===== src/verilog/mixPkg.sv =====
/*
 MIX shared definitions: word and field types, the opcodes of the
 reduced instruction set, write-data selects and the control states.
*/
package mixPkg;

	// sign in bit 30, bytes 1..5 from bit 29 down to bit 0
	typedef logic [30:0] mixWord;
	typedef logic [29:0] mixMagnitude;
	typedef logic [5:0] mixByte;
	typedef logic [11:0] mixAddress;
	// L in bits 5:3, R in bits 2:0
	typedef logic [5:0] mixField;
	typedef logic [5:0] mixOpcode;
	typedef logic [2:0] mixSelect;

	localparam int memoryDepth = 4096;

	localparam mixOpcode opNop = 6'd0;
	localparam mixOpcode opAdd = 6'd1;
	localparam mixOpcode opSub = 6'd2;
	localparam mixOpcode opSpecial = 6'd5;
	localparam mixOpcode opLda = 6'd8;
	localparam mixOpcode opLd1 = 6'd9;
	localparam mixOpcode opLdx = 6'd15;
	localparam mixOpcode opSta = 6'd24;
	localparam mixOpcode opSt1 = 6'd25;
	localparam mixOpcode opStx = 6'd31;
	localparam mixOpcode opJmp = 6'd39;
	localparam mixOpcode opEntA = 6'd48;
	localparam mixOpcode opEnt1 = 6'd49;
	localparam mixOpcode opCmpA = 6'd56;
	localparam mixOpcode opCmpX = 6'd63;

	// register and memory write data sources
	localparam mixSelect selField = 3'd0;
	localparam mixSelect selSum = 3'd1;
	localparam mixSelect selIncrement = 3'd2;
	localparam mixSelect selAddress = 3'd3;
	localparam mixSelect selMerged = 3'd4;

	typedef enum logic [2:0] {
		stIdle,
		stFetch,
		stDecode,
		stExecute,
		stHalted
	} mixState;

endpackage


===== src/verilog/mixArithmetic.sv =====
/*
 MIX arithmetic unit. Sign-magnitude add and subtract with overflow
 beyond 30 bits, and a signed three-way compare where +0 equals -0.
*/
`timescale 1ns/10ps
module mixArithmetic (
	input mixPkg::mixWord left,
	input mixPkg::mixWord right,
	input logic subtract,
	output mixPkg::mixWord sum,
	output logic overflow,
	output logic less,
	output logic equal,
	output logic greater
);
	import mixPkg::*;

	mixMagnitude leftMagnitude;
	mixMagnitude rightMagnitude;
	logic rightSign;
	logic sumSign;
	logic [30:0] magnitude;
	logic signed [31:0] leftValue;
	logic signed [31:0] rightValue;

	assign leftMagnitude = left[29:0];
	assign rightMagnitude = right[29:0];
	// subtraction flips the sign of the right operand
	assign rightSign = right[30] ^ subtract;

	always_comb begin
		sumSign = left[30];
		if (left[30] == rightSign) begin
			magnitude = {1'b0, leftMagnitude} + {1'b0, rightMagnitude};
		end else if (leftMagnitude >= rightMagnitude) begin
			// an exact cancel stays with the sign of left
			magnitude = {1'b0, leftMagnitude} - {1'b0, rightMagnitude};
		end else begin
			magnitude = {1'b0, rightMagnitude} - {1'b0, leftMagnitude};
			sumSign = rightSign;
		end
	end

	assign sum = {sumSign, magnitude[29:0]};
	assign overflow = magnitude[30];

	// both zeros map to the same signed value
	assign leftValue = left[30] ? -$signed({2'b00, leftMagnitude})
		: $signed({2'b00, leftMagnitude});
	assign rightValue = right[30] ? -$signed({2'b00, rightMagnitude})
		: $signed({2'b00, rightMagnitude});

	assign less = leftValue < rightValue;
	assign equal = leftValue == rightValue;
	assign greater = leftValue > rightValue;

endmodule


===== config.mk =====
export PLATFORM = sky130hd
export DESIGN_NAME = mixArithmetic
export DESIGN_NICKNAME = d
export VERILOG_FILES = /design/src/verilog/mixPkg.sv /design/src/verilog/mixArithmetic.sv
export SDC_FILE = /design/constraint.sdc
export NUM_CORES = 1
export LEC_CHECK = 0
export ABC_AREA = 1
export BUFFER_PORTS_ARGS = -buffer_cell sky130_fd_sc_hd__buf_4
export CAP_MARGIN = 30
export CORE_MARGIN = 2
export CORE_UTILIZATION = 40
export DETAILED_ROUTE_END_ITERATION = 16
export SYNTH_ARGS = -nofsm -noshare
export SYNTH_HDL_FRONTEND = slang
export SYNTH_SLANG_ARGS = --single-unit

===== constraint.sdc =====
create_clock -name vclk -period 8.86
set_clock_uncertainty 0.15 [all_clocks]
set_input_delay 1.329 -clock vclk [all_inputs]
set_output_delay 1.329 -clock vclk [all_outputs]
set_load 0.02 [all_outputs]

==> impl_metrics.csv <==
group,metric,value,unit
setup_path,critPathMaxStageDelay,0.39,ns
place,port_buffers,98,
sta,grt_setup_unrepaired,"no",
synthesis,syn_inst,1820,
setup_path,worstPathCellList,"buf_4 > inv_1 > nand2_1 > nor2_1 > nand4_1 > o21ai_0 > o21ai_0 > nor2_1 > nand2_1 > xor2_1 > ha_1 > nand2_1 > nor4_1 > nand2_1 > inv_1 > nand2_1 > nand3_1 > nand2_1 > nor2_1 > buf_4",
detailed_routing,drc_errors,0,
setup_path,crit_family,"simple AND/OR/NAND/NOR gates",
grt,grt_pass1_vias,10600,
finish,num-nets-final,2065,
finish,fill_cells,2668,
finish,utilization,44.4,%
setup_path,worstPathMaxFanout,6,
sta,setup_viol,0,
finish,final_common_cell,"nand2_1",
sta,report.final.slew_viol_count,0,
power,p_per_area,80.5,nW/µm²
sta,finalCritPeriodShare,68.6,%
sta,slew_headroom,55.0,%
status,status,"finished clean",
sta,hold_viol_final,0,
synthesis,syn-num-nets,2009,
setup_path,worst_path_max_delay_cell,"nor4_1",
detailed_routing,routed_wl,36.0,mm
place,hpwlAfterDp,31.1,mm
floorplan,die_y,155,µm
synthesis,synth.avg_cell_area,5.02,µm²
finish,multiInputGateArea,7690,µm²
setup_path,crit_end,"greater",
finish,seq_area,0,µm²
finish,drive_gt1_share,6.46,%
detailed_routing,ant_nets,0,
finish,syn_to_final_growth,9.29,%
hold_path,min_from,"right[0]",
setup_path,arrival,4.60,ns
sta,holdWs,2.97,ns
place,gp_congestion,0.994,
detailed_routing,drtPass1Iterations,6,
power,irDropWorstVdd,0.0000380,V
detailed_routing,wl_per_cell,16.7,µm
setup_path,path_common_cell,"nand2_1",
floorplan,core,22500,µm²
finish,final_cell_mix,"660 x nand2_1, 310 x inv_1, 164 x nor2_1",
floorplan,num_io_pins,98,
synthesis,synth_area,9140,µm²
clock_tree,cts_resized,0,
floorplan,start_util,40.6,%
setup_path,end_kind,"primary output",
setup_path,worstSetupPathDepth,20,
sta,tightest_slew,0.671,ns
detailed_routing,vias_per_cell,5.21,
run,max_cap_viol_count,0,
clock_tree,cts_setup_buffers,0,
detailed_routing,vias,11300,
sta,setup_tns,0,ns
synthesis,ys_warn_count,0,
setup_path,critPathLaunchType,"primary input",
setup_path,critPathKind,"in -> out",
setup_path,crit_buf_inv,4,
grt,grt_usage,29.4,%
floorplan,chipWidth,155,µm
grt,grt_max_degree,45,
floorplan,rows,55,
sta,max_freq,0.165,GHz
clock_tree,cts_hold_buf,0,
power,finalPower,0.804,mW
synthesis,seq_area_frac_synth,0,%
power,power.leakage,5.97,nW
synthesis,ys_types,38,
grt,grt_antenna_before_repair,0,
finish,nFlopsAndLatches,0,
grt,grt_overflow_total,0,
finish,insertedDiodeCount,0,
grt,grt_pass1_wl,56.4,mm
setup_path,required,7.38,ns
sta,final.min_clock_period,6.07,ns
hold_path,hold_class,"in -> out",
detailed_routing,first_iter_violations,945,
setup_path,critical_path.startpoint,"right[1]",
floorplan,fp.dieArea,24100,µm²
finish,num-clock-buffers,0,
power by group:
group / leakage (nW) / switching, mW / internal, mW
clock: 0 / 0 / 0
combinational: 5.97 / 0.536 / 0.268
sequential: 0 / 0 / 0
total: 5.97 / 0.536 / 0.268
per-stage QoR:
step / instance area, µm² / setup WS [ns] / cells
2_1_floorplan: 9140 / 3.30 / 1820
3_3_place_gp: 9990 / 2.82 / 2159
3_5_place_dp: 9990 / 2.75 / 2159
4_1_cts: 9990 / 2.74 / 2159
5_1_grt: 9990 / 2.27 / 2159
6_report: 9990 / 2.79 / 2159
how the worst min path moves through the flow:
stage / slack (ns) / cells after the start / end
after global routing: 3.00 / 4 / sum[0]
after floorplan: 2.72 / 2 / sum[0]
after CTS: 2.97 / 4 / sum[0]
final: 2.97 / 4 / sum[0]
after global placement: 2.96 / 4 / sum[0]
after detailed placement: 2.97 / 4 / sum[0]
layer usage:
layer / share of wire, % / wire length (µm) / up-vias / global-route usage [%]
li1: - / - / 5766 / -
met1: 49 / 17500 / 5076 / 44.2
met2: 43 / 15400 / 359 / 46.2
met3: 6.1 / 2200 / 53 / 1.14
met4: 2.5 / 916 / 0 / 6.75
met5: 0 / 0 / - / 0
synth_stat cells, drive strengths merged:
| cell | instances | share of area, % |
|---|---|---|
| nor4 | 7 | 0.55 |
| clkinv | 1 | 0.041 |
| nand3 | 161 | 9.0 |
| o31ai | 2 | 0.16 |
| xnor2 | 1 | 0.096 |
| inv | 318 | 13 |
| a21boi | 1 | 0.082 |
| a21o | 3 | 0.25 |
| nor3 | 22 | 1.3 |
| fa | 3 | 0.66 |
| nand3b | 2 | 0.16 |
| a31oi | 3 | 0.21 |
| nand4 | 31 | 2.1 |
| o311a | 1 | 0.11 |
| or2 | 1 | 0.068 |
| o211ai | 2 | 0.16 |
| buf | 38 | 2.5 |
| o21bai | 7 | 0.57 |
| xor2 | 81 | 7.8 |
| clkbuf | 7 | 0.29 |
| o21ai | 62 | 3.4 |
| o21a | 4 | 0.33 |
| ha | 123 | 17 |
| nand2 | 664 | 27 |
| a21oi | 106 | 5.8 |
| nor2 | 169 | 7.1 |
final cells by class:
class / count / share of cell area, %
Multi-Input combinational cell: 1456 / 77.0
Timing Repair Buffer: 99 / 7.44
Inverter: 319 / 12.0
Tap cell: 285 / 3.57
kinds of logic (layout without fill, tap and decap cells):
| group | count (synthesis) | after routing | synth area share (%) |
|---|---|---|---|
| xor gates and xnor gates | 82 | 82 | 7.86 |
| AOI/OAI and AO/OA | 191 | 191 | 11.1 |
| and+or+nand+nor | 1057 | 1057 | 47.6 |
| buffers and inverters | 364 | 418 | 15.9 |
| adders and majority gates | 126 | 126 | 17.5 |
(Power assumes the default switching activity.)
