--- src/verilog/mixPkg.sv ---
/*
 MIX shared definitions: word and field types, the opcodes of the
 reduced instruction set, write-data selects and the control states.
*/
package mixPkg;

	// sign in bit 30, bytes 1..5 from bit 29 down to bit 0
	typedef logic [30:0] mixWord;
	typedef logic [29:0] mixMagnitude;
	typedef logic [5:0] mixByte;
	typedef logic [11:0] mixAddress;
	// L in bits 5:3, R in bits 2:0
	typedef logic [5:0] mixField;
	typedef logic [5:0] mixOpcode;
	typedef logic [2:0] mixSelect;

	localparam int memoryDepth = 4096;

	localparam mixOpcode opNop = 6'd0;
	localparam mixOpcode opAdd = 6'd1;
	localparam mixOpcode opSub = 6'd2;
	localparam mixOpcode opSpecial = 6'd5;
	localparam mixOpcode opLda = 6'd8;
	localparam mixOpcode opLd1 = 6'd9;
	localparam mixOpcode opLdx = 6'd15;
	localparam mixOpcode opSta = 6'd24;
	localparam mixOpcode opSt1 = 6'd25;
	localparam mixOpcode opStx = 6'd31;
	localparam mixOpcode opJmp = 6'd39;
	localparam mixOpcode opEntA = 6'd48;
	localparam mixOpcode opEnt1 = 6'd49;
	localparam mixOpcode opCmpA = 6'd56;
	localparam mixOpcode opCmpX = 6'd63;

	// register and memory write data sources
	localparam mixSelect selField = 3'd0;
	localparam mixSelect selSum = 3'd1;
	localparam mixSelect selIncrement = 3'd2;
	localparam mixSelect selAddress = 3'd3;
	localparam mixSelect selMerged = 3'd4;

	typedef enum logic [2:0] {
		stIdle,
		stFetch,
		stDecode,
		stExecute,
		stHalted
	} mixState;

endpackage

--- src/verilog/mixAddressUnit.sv ---
/*
 MIX address unit. Adds I1 to the signed AA field of an instruction in
 sign-magnitude form and keeps the low 12 bits as the memory address.
*/
`timescale 1ns/10ps
module mixAddressUnit (
	input mixPkg::mixWord instruction,
	input logic indexSpec,
	input mixPkg::mixWord indexOne,
	output mixPkg::mixAddress effectiveAddress
);
	import mixPkg::*;

	mixAddress addressPart;
	mixAddress indexPart;
	logic [12:0] magnitude;

	assign addressPart = instruction[29:18];
	// I1 only contributes when the I byte selects it
	assign indexPart = indexSpec ? indexOne[11:0] : '0;

	always_comb begin
		if (instruction[30] == indexOne[30])
			magnitude = {1'b0, addressPart} + {1'b0, indexPart};
		else if (addressPart >= indexPart)
			magnitude = {1'b0, addressPart} - {1'b0, indexPart};
		else
			magnitude = {1'b0, indexPart} - {1'b0, addressPart};
	end

	// sign of M is dropped, carry out of bit 11 wraps
	assign effectiveAddress = magnitude[11:0];

endmodule

--- config.mk ---
export PLATFORM = sky130hd
export DESIGN_NAME = mixAddressUnit
export DESIGN_NICKNAME = d
export VERILOG_FILES = /design/src/verilog/mixPkg.sv /design/src/verilog/mixAddressUnit.sv
export SDC_FILE = /design/constraint.sdc
export NUM_CORES = 1
export LEC_CHECK = 0
export ABC_AREA = 0
export BUFFER_PORTS_ARGS = -buffer_cell sky130_fd_sc_hd__buf_2
export CAP_MARGIN = 20
export CORE_AREA = 2 2 75 84
export DETAILED_ROUTE_END_ITERATION = 10
export DIE_AREA = 0 0 77 86
export GPL_TIMING_DRIVEN = 0
export PLACE_DENSITY = 0.51
export SYNTH_ARGS = -nofsm -noshare
export SYNTH_HDL_FRONTEND = slang
export SYNTH_SLANG_ARGS = --single-unit
--- constraint.sdc ---
create_clock -name vclk -period 6.8
set_clock_uncertainty 0.1 [all_clocks]
set_input_delay 0.34 -clock vclk [all_inputs]
set_output_delay 0.34 -clock vclk [all_outputs]
set_load 0.05 [all_outputs]
==> impl_metrics.json, run 1 <==
{
  "ff_latch_area_um2": 0,
  "postLayoutCellArea_um2": 1960,
  "avgSynthCellArea_um2": 6.85,
  "crit_path_max_fanout": 10,
  "rsz0062_at_grt": "no",
  "postCtsSetupBuffers": 0,
  "syn_nets": 344,
  "worst_hold_path_type": "primary input to output port",
  "track_usage": 0.138,
  "viasPerCell": 4.80,
  "dr.pass1.iters": 4,
  "cts_hold_buf": 0,
  "maxCapViolCount": 0,
  "grt_overflow": 0,
  "grt_pass1_wl_mm": 7.68,
  "synth.cell_area_um2": 1670,
  "ant_nets": 0,
  "core.rowCount": 29,
  "dieArea_um2": 6620,
  "antenna_found_initial": 0,
  "wl_per_cell_um": 13.2,
  "hold_start": "instruction[29]",
  "status": "finished, final reports clean",
  "fin_util": 0.342,
  "diodes": 0,
  "critPathLaunchType": "primary input",
  "num-clock-buffers": 0,
  "slew_headroom": 0.427,
  "synth_cells": 244,
  "finalHoldViolations": 0,
  "worstPathRequired_ns": 6.36,
  "period_share": 0.623,
  "post-place-ws_ns": 2.47,
  "port_buffers": 39,
  "slew_violations": 0,
  "min_period_ns": 4.23,
  "end_kind": "output port",
  "dr.first_iter.drc_count": 103,
  "whs_ns": 1.09,
  "core_um2": 5730,
  "worst_slack_ns": 2.57,
  "final_cell_mix": "41 x buf_2, 34 x ha_1, 31 x inv_1, 23 x nand2_1",
  "final_common_cell": "buf_2",
  "nFillCells": 673,
  "worstHoldEndpoint": "effectiveAddress[11]",
  "gp_congestion": 0.840,
  "finalSetupTns_ns": 0,
  "placed_cell_area_um2": 1960,
  "powerDensity_nw_per_um2": 128,
  "yosysUniqueCellTypes": 48,
  "ys_warn_count": 0,
  "final_net_count": 385,
  "nFlopsAndLatches": 0,
  "routed_wl_mm": 4.77,
  "critPathArrivalTime_ns": 3.79,
  "drc": 0,
  "drive_above_1_share": 0.180,
  "die_x_um": 77,
  "post_cts_resized": 0,
  "vias": 1729,
  "first_global_vias": 1661,
  "area_growth_pct": 17.4,
  "ioPinCount": 75,
  "setup_violations": 0,
  "clock.fmax_mhz": 236,
  "place_hpwl_mm": 3.89,
  "multiInputGateArea_um2": 1490,
  "grt_max_degree": 11,
  "synth-seq-area-share": 0,
  "start_util": 0.292,
  "die_y_um": 86,
  "ir_drop_mv": 0.0477,
  "worst_slew_pin_slew_ns": 0.854,
  "power_leakage_uw": 0.00103,
  "critPathKind": "primary input to output port",
  "hold_depth": 4
}
## how the worst max path moves through the flow
| stage | from | slack (ns) | cells after the start | end |
|---|---|---|---|---|
| 2_1_floorplan | indexSpec | 2.82 | 11 | effectiveAddress[2] |
| 3_3_place_gp | indexSpec | 2.41 | 13 | effectiveAddress[2] |
| 6_report | indexSpec | 2.57 | 13 | effectiveAddress[2] |
| 3_5_place_dp | indexSpec | 2.47 | 13 | effectiveAddress[2] |
| 5_1_grt | indexSpec | 2.19 | 13 | effectiveAddress[2] |
| 4_1_cts | indexSpec | 2.46 | 13 | effectiveAddress[2] |
## layer usage
layer,share of wire,global-route usage,vias up
met3,0.042,0.00421,0
li1,-,-,929
met4,0,0.00162,0
met2,0.46,0.240,34
met1,0.50,0.201,766
met5,0,0,-
## through the flow
| step | std cells | total power (uW) |
|---|---|---|
| floorplan | 244 | 192 |
| global placement | 360 | 251 |
| detailed placement | 360 | 251 |
| CTS | 360 | 252 |
| global route | 360 | 273 |
| finish | 360 | 251 |
## power by group
part	internal (uW)	total [uW]	leakage [uW]	switching (uW)
sequential	0	0	0	0
clock	0	0	0	0
combinational	82.0	251	0.00103	169
## synth_stat cells (2+ instances only)
cell      instances  area [um^2]
ha_1             34          425
a21o_1            3         22.5
nor2_1           19         71.3
o21a_1            2         15.0
inv_1            31          116
o31a_1            2         17.5
buf_2             2         10.0
xnor2_1           9         78.8
a21oi_1          19         95.1
nor4_1            2         12.5
o32a_1            2         20.0
nand2b_1          8         50.1
nand2_1          23         86.3
o21ai_0          15         75.1
o211ai_1          5         37.5
a211oi_1          2         15.0
xor2_1            3         26.3
or3_1             4         25.0
nand4_1           2         12.5
a41o_1            2         20.0
o41ai_1           2         17.5
buf_4             3         22.5
nor2b_1           4         25.0
o21bai_1          3         22.5
clkbuf_1          4         15.0
nand3_1           3         15.0
nor3_1            3         15.0
a31oi_1           8         50.1
mux2i_1           4         40.0
fa_1              3         60.1
## cell families (layout without fill, tap and decap cells)
group           Yosys count  in the layout  share of synthesized area
fa+ha+maj                37             37                      0.290
xor+xnor                 12             12                     0.0629
compound gates           71             71                      0.278
simple gates             77             77                      0.231
buf+inv                  42             81                      0.107
mux                       5              5                     0.0307
## final cells by class
class,count,area share
multi-input combinational,202,0.760
buffer,11,0.0319
timing repair buffer,39,0.0994
inverter,31,0.0593
tap,77,0.0491
## critical path, stage by stage
cell and delay [ns]:
buf_2 0.12, clkbuf_1 0.29, nand2_1 0.29, inv_1 0.13, fa_1 0.41, nand3b_1 0.20, and3_1 0.16, or4_4 0.42
a41oi_2 0.43, mux2_2 0.39, a21oi_1 0.17, xor2_1 0.15, buf_2 0.28
No activity file was read; power rests on OpenSTA's default activity.
==> run 2, diff against run 1 <==
Settings changed: PLACE_DENSITY 0.51 to 0.53.
Clock period 6.8 ns to 3.55 ns, I/O delays scaled along.
==> run 2 against run 1 <==
Net effect: power up 110%; critical path depth up 2; hold slack worse by 0.30 ns; cell area up 7.0%; first-iteration DRC count down 2.9%; utilization up 2.4 points; highest routed layer unchanged; via count up 3.6%; sequential share of layout area unchanged; wire length up 2.3%; die area unchanged; clock-buffer cell count unchanged; global-route usage up 0.54 points.
==> impl_metrics.json, run 2 (same netlist as run 1, synthesis figures left out) <==
{
  "status": "finished, final reports clean",
  "die_y_um": 86,
  "antenna_found_initial": 0,
  "setup_violations": 0,
  "critPathKind": "primary input to output port",
  "track_usage": 0.143,
  "worstPathRequired_ns": 3.27,
  "diodes": 0,
  "power_frac_comb": 1.000,
  "worstHoldEndpoint": "effectiveAddress[11]",
  "postLayoutCellArea_um2": 2100,
  "finalSetupTns_ns": 0,
  "core_um2": 5730,
  "final_net_count": 388,
  "rsz0062_at_grt": "no",
  "p_int_uw": 186,
  "ir_drop_mv": 0.116,
  "final_common_cell": "buf_2",
  "worst_slew_pin_slew_ns": 0.857,
  "min_period_ns": 3.38,
  "power_frac_seq": 0,
  "worst_hold_path_type": "primary input to output port",
  "worst_slack_ns": 0.165,
  "area_growth_pct": 25.7,
  "clkPwrFrac": 0,
  "maxCapViolCount": 0,
  "crit_path_max_fanout": 10,
  "slew_violations": 0,
  "fin_util": 0.366,
  "start_util": 0.292,
  "placed_cell_area_um2": 1980,
  "drc": 0,
  "hold_depth": 4,
  "finalHoldViolations": 0,
  "dr.pass1.iters": 4,
  "power_uw": 525,
  "dr.first_iter.drc_count": 100,
  "end_kind": "output port",
  "num-clock-buffers": 0,
  "grt_max_degree": 11,
  "port_buffers": 39,
  "power_leakage_uw": 0.00108,
  "period_share": 0.953,
  "post-place-ws_ns": -0.524,
  "drive_above_1_share": 0.231,
  "grt_overflow": 0,
  "p_switching_uw": 339,
  "routed_wl_mm": 4.88,
  "p_sw_frac": 0.646,
  "powerDensity_nw_per_um2": 250,
  "ant_nets": 0,
  "vias": 1792,
  "multiInputGateArea_um2": 1570,
  "critPathLaunchType": "primary input",
  "critPathArrivalTime_ns": 3.11,
  "ioPinCount": 75,
  "dieArea_um2": 6620,
  "place_hpwl_mm": 3.96,
  "ff_latch_area_um2": 0,
  "wl_per_cell_um": 13.4,
  "viasPerCell": 4.94,
  "hold_start": "instruction[29]",
  "slew_headroom": 0.424,
  "nFillCells": 638,
  "clock.fmax_mhz": 295,
  "nFlopsAndLatches": 0,
  "gp_congestion": 0.837,
  "first_global_vias": 1687,
  "die_x_um": 77,
  "final_cell_mix": "37 x buf_2, 33 x ha_1, 30 x inv_1, 21 x nand2_1, 19 x nor2_1",
  "core.rowCount": 29,
  "grt_pass1_wl_mm": 8.07
}
==> run 2: power groups by stage <==
stage	clock network, uW	logic, uW	registers, uW
after global placement	0	486	0
after CTS	0	503	0
final	0	525	0
after floorplan	0	372	0
after detailed placement	0	486	0
after global routing	0	568	0
==> run 2: metrics by stage <==
step	std cells	hold slack [ns]
2_1_floorplan	244	0.617
3_3_place_gp	360	0.791
3_5_place_dp	360	0.792
4_1_cts	363	0.792
5_1_grt	363	0.811
6_report	363	0.790
==> run 2: worst max-delay path by stage <==
stage,start,end,slack (ns),cells after the start
after floorplan,indexSpec,effectiveAddress[6],0.06,11
after global placement,indexSpec,effectiveAddress[2],-0.56,13
after detailed placement,indexSpec,effectiveAddress[2],-0.52,13
after CTS,indexSpec,effectiveAddress[5],0.02,15
after global routing,indexSpec,effectiveAddress[5],0.03,14
final,indexSpec,effectiveAddress[5],0.17,15
==> run 2: critical path, cell delays in order <==
cell and delay [ns]:
buf_2 0.14, buf_12 0.15, nand2_1 0.07, inv_1 0.07, ha_1 0.28, and2_1 0.15
o21a_1 0.20, o21ai_0 0.40, a41oi_4 0.21, buf_4 0.20, buf_4 0.13, or3_1 0.39
a31oi_4 0.21, xnor2_2 0.14, buf_6 0.18
==> run 2: routing by layer <==
layer	up-vias	global-route usage	wire, um
li1	941	-	-
met1	810	0.208	2440
met2	41	0.251	2250
met3	0	0.00526	190
met4	0	0	0
met5	-	0	0
==> run 2: layout make-up <==
cell class / count / share of cell area
plain buffers: 11 / 0.0393
inverters: 31 / 0.0554
multi-input cells: 202 / 0.749
well taps: 77 / 0.0459
repair buffers: 42 / 0.110
==> run 2: what timing repair did <==
item                                    4_1_cts  5_1_grt
resized for setup                             7       18
pin swaps                                     1        3
hold buffers                                  0        0
endpoints found under the setup margin       11        8
setup buffers                                 3        0
==> run 3, diff against run 2 <==
==> constraint.sdc (replaced) <==
create_clock -name vclk -period 3.55
set_clock_uncertainty 0.1 [all_clocks]
set_input_delay 0 -clock vclk [all_inputs]
set_output_delay 0 -clock vclk [all_outputs]
set_load 0.05 [all_outputs]
==> run 3 against run 2 <==
Net effect: cell area is 5.8% lower; sequential share of layout area stayed put; combinational power is 7.6% lower.
==> impl_metrics.json, run 3 (same netlist as run 1, synthesis figures left out) <==
{
  "fin_util": 0.345,
  "post-place-cells": 360,
  "track_usage": 0.144,
  "cp_cell_sequence": "buf_2 > clkbuf_2 > nand2_2 > inv_1 > fa_1 > nand3b_1 > and3_1 > or4_4 > a41o_1 > buf_6 > or3_1 > a31oi_1 > xnor2_1 > buf_2",
  "final_common_cell": "buf_2",
  "post_cts_resized": 1,
  "num-clock-buffers": 0,
  "dieArea_um2": 6620,
  "critPathLaunchType": "primary input",
  "slew_headroom": 0.382,
  "critPathArrivalTime_ns": 3.25,
  "end_kind": "output port",
  "die_x_um": 77,
  "start_util": 0.292,
  "hold_start": "instruction[29]",
  "antenna_found_initial": 0,
  "crit_path_max_fanout": 10,
  "routed_wl_mm": 4.83,
  "dr.first_iter.drc_count": 128,
  "ff_latch_area_um2": 0,
  "dr.pass1.iters": 5,
  "final_cell_mix": "41 x buf_2, 34 x ha_1, 31 x inv_1, 22 x nand2_1",
  "slowest_delay_ns": 0.44,
  "power_leakage_uw": 0.00104,
  "slew_violations": 0,
  "area_growth_pct": 18.3,
  "place_hpwl_mm": 3.98,
  "postCtsSetupBuffers": 0,
  "ant_nets": 0,
  "setup_violations": 0,
  "cp_slowest_cell": "or4_4",
  "die_y_um": 86,
  "nFillCells": 657,
  "finalHoldViolations": 0,
  "rsz0062_at_grt": "no",
  "port_buffers": 39,
  "path_delay_family": "simple AND/OR/NAND/NOR gates",
  "clock.fmax_mhz": 299,
  "core_um2": 5730,
  "worstPathRequired_ns": 3.45,
  "first_global_vias": 1688,
  "ioPinCount": 75,
  "crit_top_cell": "buf_2",
  "min_period_ns": 3.35,
  "worst_slew_pin_slew_ns": 0.920,
  "fin_cells": 360,
  "drc": 0,
  "crit_buf_inv": 5,
  "drive_above_1_share": 0.187,
  "worst_hold_path_type": "primary input to output port",
  "critPathKind": "primary input to output port",
  "grt_pass1_wl_mm": 8.06,
  "critPathLaunch": "indexSpec",
  "powerDensity_nw_per_um2": 245,
  "vias": 1769,
  "nFlopsAndLatches": 0,
  "final_net_count": 385,
  "diodes": 0,
  "maxCapViolCount": 0,
  "ir_drop_mv": 0.106,
  "cp_num_cells": 14,
  "crit_end": "effectiveAddress[5]",
  "grt_max_degree": 11,
  "gp_congestion": 0.863,
  "core.rowCount": 29,
  "status": "finished, final reports clean",
  "wl_per_cell_um": 13.4,
  "period_share": 0.942,
  "cts_hold_buf": 0,
  "viasPerCell": 4.91,
  "grt_overflow": 0
}
[run 3: through the flow]
stage,setup WS [ns],instance area [um^2],total power [uW],TNS (ns),hold slack (ns)
3_5_place_dp,-0.134,1960,481,-0.206,0.410
2_1_floorplan,0.250,1670,367,0,0.262
4_1_cts,0.00965,1960,483,0,0.410
3_3_place_gp,-0.160,1960,482,-0.287,0.409
6_report,0.204,1980,485,0,0.405
5_1_grt,0.0288,1980,529,0,0.456
[run 3: worst min-delay path by stage]
stage                                end  slack, ns  depth (start not counted)
global placement    effectiveAddress[11]       0.41                          4
floorplan            effectiveAddress[0]       0.26                          3
finish              effectiveAddress[11]       0.40                          4
global route        effectiveAddress[11]       0.46                          4
detailed placement  effectiveAddress[11]       0.41                          4
CTS                 effectiveAddress[11]       0.41                          4
[run 3: layout make-up]
cell class | instances | area [um^2] | area share
Inverter | 31 | 116 | 0.0588
Multi-Input combinational cell | 202 | 1510 | 0.762
Timing Repair Buffer | 39 | 195 | 0.0987
Buffer | 11 | 63.8 | 0.0323
Tap cell | 77 | 96.3 | 0.0487
[run 3: per-layer routing]
metal	GRT usage	routed length (um)	vias to the layer above
li1	-	-	935
met1	0.203	2350	796
met2	0.252	2270	34
met3	0.00737	157	4
met4	0.0130	46	0
met5	0	0	-
[run 3: report_power, final]
| group | leakage, uW | switching (uW) | internal, uW |
|---|---|---|---|
| Clock | 0 | 0 | 0 |
| Combinational | 0.00104 | 326 | 159 |
| Sequential | 0 | 0 | 0 |
