==> src/verilog/mixPkg.sv <==
/*
 MIX shared definitions: word and field types, the opcodes of the
 reduced instruction set, write-data selects and the control states.
*/
package mixPkg;

	// sign in bit 30, bytes 1..5 from bit 29 down to bit 0
	typedef logic [30:0] mixWord;
	typedef logic [29:0] mixMagnitude;
	typedef logic [5:0] mixByte;
	typedef logic [11:0] mixAddress;
	// L in bits 5:3, R in bits 2:0
	typedef logic [5:0] mixField;
	typedef logic [5:0] mixOpcode;
	typedef logic [2:0] mixSelect;

	localparam int memoryDepth = 4096;

	localparam mixOpcode opNop = 6'd0;
	localparam mixOpcode opAdd = 6'd1;
	localparam mixOpcode opSub = 6'd2;
	localparam mixOpcode opSpecial = 6'd5;
	localparam mixOpcode opLda = 6'd8;
	localparam mixOpcode opLd1 = 6'd9;
	localparam mixOpcode opLdx = 6'd15;
	localparam mixOpcode opSta = 6'd24;
	localparam mixOpcode opSt1 = 6'd25;
	localparam mixOpcode opStx = 6'd31;
	localparam mixOpcode opJmp = 6'd39;
	localparam mixOpcode opEntA = 6'd48;
	localparam mixOpcode opEnt1 = 6'd49;
	localparam mixOpcode opCmpA = 6'd56;
	localparam mixOpcode opCmpX = 6'd63;

	// register and memory write data sources
	localparam mixSelect selField = 3'd0;
	localparam mixSelect selSum = 3'd1;
	localparam mixSelect selIncrement = 3'd2;
	localparam mixSelect selAddress = 3'd3;
	localparam mixSelect selMerged = 3'd4;

	typedef enum logic [2:0] {
		stIdle,
		stFetch,
		stDecode,
		stExecute,
		stHalted
	} mixState;

endpackage

==> src/verilog/mixRegisters.sv <==
/*
 MIX register file. Holds A, X, I1 and J; I1 keeps a sign and twelve
 magnitude bits and reads back as a full word.
*/
`timescale 1ns/10ps
module mixRegisters (
	input logic clk,
	input logic reset,
	input logic writeA,
	input logic writeX,
	input logic writeOne,
	input logic writeJ,
	input mixPkg::mixWord writeValue,
	input mixPkg::mixAddress jumpReturn,
	output mixPkg::mixWord registerA,
	output mixPkg::mixWord registerX,
	output mixPkg::mixWord indexOne,
	output mixPkg::mixAddress registerJ
);
	import mixPkg::*;

	logic indexSign;
	mixAddress indexMagnitude;

	always_ff @(posedge clk) begin
		if (reset) begin
			registerA <= '0;
			registerX <= '0;
			indexSign <= 1'b0;
			indexMagnitude <= '0;
			registerJ <= '0;
		end else begin
			if (writeA)
				registerA <= writeValue;
			if (writeX)
				registerX <= writeValue;
			// bytes 1..3 of the value are dropped for I1
			if (writeOne) begin
				indexSign <= writeValue[30];
				indexMagnitude <= writeValue[11:0];
			end
			if (writeJ)
				registerJ <= jumpReturn;
		end
	end

	assign indexOne = {indexSign, 18'd0, indexMagnitude};

endmodule

==> config.mk <==
export PLATFORM = sky130hd
export DESIGN_NAME = mixRegisters
export DESIGN_NICKNAME = d
export VERILOG_FILES = /design/src/verilog/mixPkg.sv /design/src/verilog/mixRegisters.sv
export SDC_FILE = /design/constraint.sdc
export NUM_CORES = 1
export LEC_CHECK = 0
export ABC_AREA = 0
export BUFFER_PORTS_ARGS = -buffer_cell sky130_fd_sc_hd__buf_2
export CAP_MARGIN = 0
export CORE_ASPECT_RATIO = 2
export CORE_MARGIN = 2
export CORE_UTILIZATION = 40
export CTS_BUF_LIST = sky130_fd_sc_hd__clkbuf_4
export DETAILED_ROUTE_END_ITERATION = 8
export PLACE_DENSITY_LB_ADDON = 0.15
export SLEW_MARGIN = 20
export SYNTH_ARGS = -nofsm -noshare
export SYNTH_HDL_FRONTEND = slang
export SYNTH_SLANG_ARGS = --single-unit
==> constraint.sdc <==
create_clock -name clk -period 1.7 [get_ports clk]
set_input_delay 0.17 -clock clk [delete_from_list [all_inputs] [get_ports clk]]
set_output_delay 0.17 -clock clk [all_outputs]
set_load 0.1 [all_outputs]
==> run metrics, run 1 <==
status=finished, final reports clean; DIE HEIGHT=between 100 and 150 um; DRT iter0 DRCs=89; max incr delay on CP=roughly 0.43 ns; CTS clk-pin slew, worst paths=~0.13 ns; Final HPWL DP=between 4 and 5 mm; die area=approximately 0.0090 sq mm; Seq cells post-synth=between 80 and 90; grt ovf=0; Bufs and invs on worst path=1; CP required=approximately 1.5 ns; actual slew at the worst max-slew pin=between 0.5 and 0.6 ns; drt first pass iters=4; layout cell share with drive strength beyond 1=0.317; Max IR drop VDD=0.000685 V; Synth area leaders=dfxtp_1, mux2i_1, nor2_1; Hold WC Path Type=input pin to flop; Synth warnings=0; TNS Setup=0 ns; worst-path maximum fanout=2; post-synth top area cell=dfxtp_1; initial antenna violation count=1; final hold vios=0; DRC Markers=0; nets=520; Setup CP Type=flop to primary output; CP cell instances=buf_2; antenna-violating nets left=0; crit-path leading delay family=buffers and inverters; TritonCTS clock tree=yes; clock root buffer=clkbuf_4; slack of the critical path=0.293 ns; Seq pwr share=0.448; Seq/Total Area, Yosys=0.527; GRT Util Overall=0.170; htree depth=3; PD cells=around 1100 mW/mm^2; period utilisation layout=0.828; CP max-delay cell=buf_2; WP data arrival=approximately 1.2 ns; final wirelength=7.45 mm; clock skew=0 ns; max frequency=between 700 and 800 MHz; RSZ-0062 raised after global routing=no; maximum clock insertion buffer count=2; DR WL/cell=roughly 13 um; I/O pin total=approximately 150; number of global-route vias before repair=2425; Tmin final=roughly 1.4 ns; post-synthesis cell area=about 0.0033 sq mm; crit end category=primary output; Sw Ratio=0.405; max-slew violations=0; CTS sink count=87; Gate Count Post-Synth=between 300 and 400; hold buffers post-CTS=43; clk_lat worst skew=0.43 ns; leak pwr=around 2.4 nW; share of the synthesized area in the top cell type=0.527; Die X=roughly 70 um; Net Switching=around 2 mW; postcts setup bufs=0; DR vias/cell=about 4.5; Comb power frac=0.325; Area Overhead vs Synth=34.0%; post-synthesis cell type count=9; row cnt=46; most frequent cells in the layout=buf_2, mux2i_1, nor2_1, dfxtp_1, dlygate4sd3_1; Core ar.=0.00800 sq mm; Int Power=2.94 mW; first-pass GRT wire length=~12 mm; Initial Util=0.413; pre-CTS setup slack=roughly 0.53 ns; Clk network pwr share=0.227; Via Count=~2600; Routability Congestion=between 0.7 and 0.8; I/O Buffers=135; area of the multi-input gates=~0.0013 sq mm; FILL cells=approximately 760; Setup Viol. Count Final=0; Post-Syn Area per Cell=between 10 and 15 sq um; startpoint types=flop; largest net degree at the start of global routing=88; Post-CTS Resized=0; Num CTS Buffers=9; Slew headroom=0.661; max cap viols=0; most common cell after layout, fill and taps aside=buf_2; FF+latch area=around 0.0017 sq mm
==> metal layers <==
metal | routed length (um) | vias to the layer above | global-route usage
li1 | - | 1288 | -
met3 | 387 | 16 | 0.0383
met2 | 3860 | 98 | 0.289
met1 | 3000 | 1181 | 0.184
met4 | 200 | 0 | 0.0978
met5 | 0 | - | 0
==> cells by family after synthesis <==
| family | Yosys count | synth area share |
|---|---|---|
| and+or+nand+nor | 87 | 0.0989 |
| DFF | 87 | 0.527 |
| other | 1 | 0.00114 |
| buffers and inverters | 40 | 0.109 |
| muxes | 87 | 0.264 |
==> Yosys cell counts <==
cell type,count
dfxtp_1,87
mux2i_1,87
nor2_1,87
buf_4,20
buf_6,7
buf_8,7
buf_2,3
clkbuf_1,3
conb_1,1
==> state kept, by name (all words and copies together) (netlist names) <==
register,flops
registerX,31
registerA,31
indexMagnitude,12
indexSign,1
registerJ,12
==> worst paths after layout <==
path                                     from       endpoint  slack, ns  depth (start not counted)
worst max register to register   registerJ[6]   registerJ[6]       1.06                          2
worst max-delay path             registerX[4]   registerX[4]       0.29                          1
worst min register to register  registerJ[11]  registerJ[11]       0.50                          2
worst min-delay path                    reset  registerX[29]       0.20                          3
==> layout make-up <==
cell class,instances,share of cell area
antenna,1,0.000565
tap,96,0.0271
sequential,87,0.393
multi-input combinational,192,0.286
timing repair buffer,181,0.263
clock buffer,11,0.0187
clock inverter,5,0.0110
==> per-stage QoR <==
step                total power [mW]  utilization  cell area, sq um  instances  hold WS, ns
global placement                3.79        0.483              3860        513        0.406
global route                    5.16        0.553              4430        573        0.195
CTS                             5.02        0.553              4420        572        0.174
floorplan                       3.62            -              3370        319        0.317
detailed placement              3.80        0.483              3860        513        0.421
finish                          4.95        0.553              4430        573        0.199
==> worst register-to-register path: cells and delay by family (launching register included) <==
kind          cells  cell delay (ns)
mux               1             0.15
flops             1             0.33
simple gates      1             0.06
==> power groups by stage <==
stage	registers, mW	logic (mW)	clock network (mW)
floorplan	3.13	0.496	0
global placement	2.26	1.53	0
detailed placement	2.26	1.54	0
CTS	2.22	1.62	1.18
global route	2.23	1.67	1.25
finish	2.22	1.61	1.12
No activity file was read; power rests on OpenSTA's default activity.
==> run 2: changes to the inputs <==
--- a/config.mk
+++ b/config.mk
@@ -5,7 +5,7 @@
 export SDC_FILE = /design/constraint.sdc
 export NUM_CORES = 1
 export LEC_CHECK = 0
-export ABC_AREA = 0
+export ABC_AREA = 1
 export BUFFER_PORTS_ARGS = -buffer_cell sky130_fd_sc_hd__buf_2
 export CAP_MARGIN = 0
 export CORE_ASPECT_RATIO = 2
==> constraint.sdc (replaced) <==
create_clock -name clk -period 1.15 [get_ports clk]
set_input_delay 0.115 -clock clk [delete_from_list [all_inputs] [get_ports clk]]
set_output_delay 0.115 -clock clk [all_outputs]
set_load 0.1 [all_outputs]
==> run 2 against run 1 <==
Net effect:
- global-route usage increased by 1.7 points
- wire length rose by 27%
- die area grew 13%
- worst setup slack worse by 0.25 ns
- clock-buffer cell count unchanged
- clock skew is the same
- synthesized cell count is 75% higher
- sequential cell count is the same
- design area is 41% higher
- sequential power rose by 57%
==> run metrics, run 2 <==
status=finished, final reports clean; Net Switching=3.52 mW (+76%); WP data arrival=0.99 ns (-0.25 ns); Sw Ratio=0.389 (-0.0167); Comb power frac=0.381 (+0.056); max incr delay on CP=0.39 ns (-0.04 ns); Num CTS Buffers=9 (unchanged); largest net degree at the start of global routing=63 (-28%); Reg2Reg Launch Point=registerA[5]; period utilisation layout=0.965; initial antenna violation count=1 (unchanged); CP required=1.03 ns (-0.50 ns); max-slew violations=0 (unchanged); Core ar.=0.00926 sq mm (+16%); crit-path leading delay family=flip-flops; Top Registers=registerA: 31 flops, registerX: 31 flops; Synth area leaders=dfxtp_1, nand2_1, nor2_1; number of global-route vias before repair=3125 (+29%); Seq cells post-synth=87 (unchanged); Via Count=3441 (+33%); Setup Viol. Count Final=0 (unchanged); DR WL/cell=12.0 um (-8.0%); HP Start=writeValue[29]; clock root buffer=clkbuf_4; Worst Hold End=registerA[29]; top_reg_cell synth=dfxtp_1; post-synthesis cell type count=13 (+4); postcts setup bufs=0 (unchanged); reg2reg end=registerA[5]; Tmin final=1.11 ns; drt first pass iters=6 (+2); FILL cells=746 (-1.3%); GRT Util Overall=0.186 (+0.0167); RSZ-0062 raised after global routing=yes; I/O Buffers=135 (unchanged); max cap viols=0 (unchanged); PD cells=1450 mW/mm^2 (+30%); DIE HEIGHT=141 um (+6.5%); critical path depth in cells=1 (unchanged); CP cell instances=buf_12; nets=728 (+40%); Die X=72.5 um (+6.3%); antenna-violating nets left=0 (unchanged); final hold vios=0 (unchanged); first-pass GRT wire length=15.0 mm (+30%); leak pwr=3.07 nW (+30%); Synth top cells by count=nand2_1, nor2_1, dfxtp_1; CP max-delay cell=dfxtp_2; CTS clk-pin slew, worst paths=0.13 ns (about the same); Synth warnings=0 (unchanged); DRC Markers=0 (unchanged); pre-CTS setup slack=0.275 ns (-0.256 ns); post-route worst hold slack=0.0180 ns (-0.181 ns); layout cell share with drive strength beyond 1=0.445 (+0.128); slack of the critical path=0.0405 ns (-0.252 ns); Post-synth ARST share=0 (unchanged); Seq/Total Area, Yosys=0.464 (-0.0637); row cnt=50 (+8.7%); most frequent cells in the layout=nor2_1, nand2_1, buf_12; die area=0.0102 sq mm (+13%); Bufs and invs on worst path=1 (unchanged); Initial Util=0.406 (-0.00708); worst-path maximum fanout=2 (unchanged); Layout Utilization=0.675 (+0.122); Routability Congestion=0.819 (+8.1%); I/O pin total=154 (unchanged); Post-synth EDFFs=0 (unchanged); Clk network pwr share=0.233 (+0.006); Max IR drop VDD=0.00103 V (+51%); post-synth top area cell=dfxtp_1; Area Overhead vs Synth=66.4%; max frequency=~900 MHz; reg2reg setup slack=0.50 ns (-0.56 ns); worst r2r path cells=2 (unchanged); maximum clock insertion buffer count=2 (unchanged); TritonCTS clock tree=yes; final wirelength=9.42 mm (+27%); worst hold stages=5 (+2); share of the synthesized area in the top cell type=0.464 (-0.0637); Int Power=5.54 mW (+88%); Final HPWL DP=6.66 mm (+36%); Gate Count Post-Synth=527 (+75%); htree depth=3 (unchanged); clk_lat worst skew=0.41 ns (-0.02 ns); DRT iter0 DRCs=121 (+36%); clock skew=0 ns (unchanged); CTS sink count=87 (unchanged); Hold WC Path Type=input pin to flop; Seq pwr share=0.385 (-0.063); crit end category=primary output; DR vias/cell=4.37 (-3.1%); area of the multi-input gates=0.00152 sq mm (+20%); grt ovf=0 (unchanged); Post-Syn Area per Cell=7.13 sq um (-35%); startpoint types=flop; post-synthesis cell area=0.00376 sq mm (+14%); Setup CP Type=flop to primary output; FF+latch area=0.00186 sq mm (+6.8%)
[run 2: through the flow]
step           instance area (sq um)  setup TNS, ns  cells  total power [mW]
5_1_grt                         6250        -0.0657    788              9.43
3_5_place_dp                    5760              0    742              6.95
2_1_floorplan                   3930              0    544              5.85
6_report                        6250              0    788              9.06
3_3_place_gp                    5760              0    742              6.92
4_1_cts                         6240              0    787              9.16
[run 2: repair_timing]
| action | 4_1_cts | 5_1_grt |
|---|---|---|
| gates resized for setup | 0 | 5 |
| endpoints found under the setup margin | 0 | 15 |
| hold buffers | 30 | 0 |
| endpoints found under the hold margin | 43 | 0 |
[run 2: metal layers]
metal	vias to the layer above	global-route usage	part of all wire
met1	1544	0.211	0.38
met5	-	0	0
met2	96	0.329	0.55
li1	1787	-	-
met4	0	0.0760	0.023
met3	14	0.0400	0.048
[run 2: cell families after synthesis]
logic type | count (synthesis) | share of synthesized area
flops | 87 | 0.464
other cells | 1 | 0.000998
simple gates | 348 | 0.388
buf+inv | 91 | 0.148
[run 2: worst max-delay path by stage]
| stage | start | end |
|---|---|---|
| 3_3_place_gp | reset | registerJ[3] |
| 4_1_cts | indexSign | indexOne[30] |
| 5_1_grt | registerA[25] | registerA[25] |
| 2_1_floorplan | registerA[0] | registerA[0] |
| 6_report | registerA[25] | registerA[25] |
| 3_5_place_dp | reset | registerJ[10] |
[run 2: layout make-up]
type / instances / area share
Sequential cell: 87 / 0.298
Clock buffer: 11 / 0.0132
Inverter: 44 / 0.0266
Multi-Input combinational cell: 366 / 0.244
Antenna cell: 1 / 0.000400
Clock inverter: 4 / 0.0152
Timing Repair Buffer: 171 / 0.382
Tap cell: 104 / 0.0208
[run 2: power by group through the flow]
stage | Combinational (mW) | Sequential [mW] | Clock, mW
after floorplan | 0.906 | 4.95 | 0
after CTS | 3.47 | 3.50 | 2.19
after global placement | 3.36 | 3.56 | 0
after detailed placement | 3.39 | 3.57 | 0
after global routing | 3.60 | 3.52 | 2.31
final | 3.45 | 3.49 | 2.11
==> run 3: changes to the inputs <==
--- a/config.mk
+++ b/config.mk
@@ -8,7 +8,7 @@
 export ABC_AREA = 1
 export BUFFER_PORTS_ARGS = -buffer_cell sky130_fd_sc_hd__buf_2
 export CAP_MARGIN = 0
-export CORE_ASPECT_RATIO = 2
+export CORE_ASPECT_RATIO = 1.1
 export CORE_MARGIN = 2
 export CORE_UTILIZATION = 40
 export CTS_BUF_LIST = sky130_fd_sc_hd__clkbuf_4
==> run 3 against run 2 <==
Net effect:
- via count down 1.2%
- wire length decreased by 2.7%
- register-to-register slack worse by 0.06 ns
- clock skew unchanged
- core utilization is 0.12 points higher
- global-route usage hardly changed
- worst setup slack gained 0.0072 ns
- critical path type unchanged
- critical endpoint is now registerX[28]
- largest cell class unchanged
- highest routed layer unchanged
==> run metrics, run 3 (same netlist as run 2, synthesis figures left out) <==
Via Count=3399 (-1.2%); max incr delay on CP=0.39 ns (about the same); Core ar.=0.00926 sq mm (unchanged); area of the multi-input gates=0.00152 sq mm (unchanged); clock root buffer=clkbuf_4; leak pwr=3.07 nW (about the same); worst-path maximum fanout=2 (unchanged); crit-path leading delay family=flip-flops; htree depth=3 (unchanged); DR WL/cell=11.3 um (-5.4%); pre-CTS setup slack=0.298 ns (+0.0228 ns); status=finished, final reports clean; Max IR drop VDD=0.000974 V (-5.6%); Antenna Cells=0 (-1); layout cell share with drive strength beyond 1=0.447 (+0.00224); Initial Util=0.406 (unchanged); Setup Viol. Count Final=0 (unchanged); Clk network pwr share=0.181 (-0.052); DR vias/cell=4.20 (-3.9%); Tmin final=1.10 ns (-0.00722 ns); max frequency=907 MHz (+0.66%); slack of the critical path=0.0477 ns (+0.00722 ns); RSZ-0062 raised after global routing=yes; grt ovf=0 (unchanged); Routability Congestion=0.764 (-6.7%); clk_lat worst skew=0.41 ns (about the same); first-pass GRT wire length=14.7 mm (-2.0%); DIE HEIGHT=106 um (-25%); FILL cells=740 (-0.80%); CP cell instances=buf_12; Layout Utilization=0.676 (+0.00122); Hold WC Path Type=input pin to flop; Comb power frac=0.408 (+0.027); Setup CP Type=flop to primary output; Int Power=4.91 mW (-11%); TNS Setup=0 ns (unchanged); WP data arrival=0.99 ns (about the same); initial antenna violation count=0 (-1); crit end category=primary output; CP max-delay cell=dfxtp_2; die area=0.0102 sq mm (-0.45%); antenna-violating nets left=0 (unchanged); Seq pwr share=0.411 (+0.026); maximum clock insertion buffer count=2 (unchanged); Die X=96.4 um (+33%); number of global-route vias before repair=3178 (+1.7%); DP Cell Count=754 (+1.6%); nets=737 (+1.2%); Net Switching=3.59 mW (+1.8%); drt first pass iters=6 (unchanged); I/O pin total=154 (unchanged); final hold vios=0 (unchanged); post-route insts no fill=810 (+2.8%); CTS sink count=87 (unchanged); FF+latch area=0.00186 sq mm (-0.27%); clock skew=0 ns (unchanged); DRT iter0 DRCs=98 (-19%); DRC Markers=0 (unchanged); CTS clk-pin slew, worst paths=0.15 ns (+0.02 ns); max-slew violations=0 (unchanged); I/O Buffers=135 (unchanged); most frequent cells in the layout=nor2_1, nand2_1, buf_12; Num CTS Buffers=9 (unchanged); Area Overhead vs Synth=66.7%; GRT Util Overall=0.186 (about the same); Top Registers=registerA: 31 flops, registerX: 31 flops; largest net degree at the start of global routing=63 (unchanged); Final HPWL DP=6.28 mm (-5.8%); row cnt=37 (-26%); TritonCTS clock tree=yes; startpoint types=flop; max cap viols=0 (unchanged); Bufs and invs on worst path=1 (unchanged); CP required=1.03 ns (about the same); period utilisation layout=0.958 (-0.00628); final wirelength=9.17 mm (-2.7%); PD cells=1360 mW/mm^2 (-6.4%); Sw Ratio=0.422 (+0.0333)
==> run 3: cell count changes in the layout (fill, tap and decap cells not counted) <==
| cell | previous run | this run |
|---|---|---|
| bufinv_16 | 3 | 0 |
| clkinv_1 | 0 | 1 |
| clkinv_2 | 2 | 1 |
| buf_4 | 1 | 8 |
| buf_12 | 92 | 91 |
| dfxtp_4 | 4 | 2 |
| clkinv_4 | 0 | 1 |
| diode_2 | 1 | 0 |
| clkinvlp_4 | 0 | 3 |
| dlygate4sd3_1 | 30 | 33 |
| dfxtp_2 | 83 | 85 |
==> run 3: metal layers <==
metal,vias to the layer above,global-route usage,share of wire
li1,1804,-,-
met1,1483,0.212,0.40
met3,16,0.0729,0.076
met4,0,0.0644,0.020
met2,96,0.313,0.51
met5,-,0,0
==> run 3: what timing repair did <==
item,4_1_cts,5_1_grt
hold buffers,32,1
setup buffers,0,7
hold endpoints to repair,44,1
endpoints found under the setup margin,1,59
resized for setup,1,2
==> run 3: per-stage QoR <==
| step | cell area (sq um) | hold WS (ns) | power, mW |
|---|---|---|---|
| final | 6260 | 0.0207 | 8.50 |
| after CTS | 6190 | 0.00242 | 8.55 |
| after global placement | 5760 | 0.398 | 6.90 |
| after global routing | 6260 | 0.00166 | 8.87 |
| after floorplan | 3930 | 0.263 | 5.85 |
| after detailed placement | 5760 | 0.411 | 6.94 |
==> run 3: area by class of cell <==
type	instances	area share
timing repair buffer	180	0.392
sequential	87	0.296
clock inverter	5	0.00559
multi-input combinational	366	0.243
inverter	44	0.0266
tap	117	0.0234
clock buffer	11	0.0132
==> run 3: path summary, 6_finish.rpt <==
path                          start  slack (ns)  cells after the start                end
setup / recovery      registerX[28]        0.05                      1      registerX[28]
hold / removal        writeValue[3]        0.02                      5       registerX[3]
setup reg to reg      registerX[28]        0.44                      3      registerX[28]
hold reg to reg   indexMagnitude[2]        0.50                      2  indexMagnitude[2]
==> run 3: power groups by stage <==
| stage | Sequential [mW] | Clock [mW] | Combinational (mW) |
|---|---|---|---|
| floorplan | 4.95 | 0 | 0.906 |
| global placement | 3.56 | 0 | 3.34 |
| detailed placement | 3.57 | 0 | 3.37 |
| CTS | 3.50 | 1.60 | 3.45 |
| global route | 3.52 | 1.73 | 3.62 |
| finish | 3.49 | 1.54 | 3.47 |
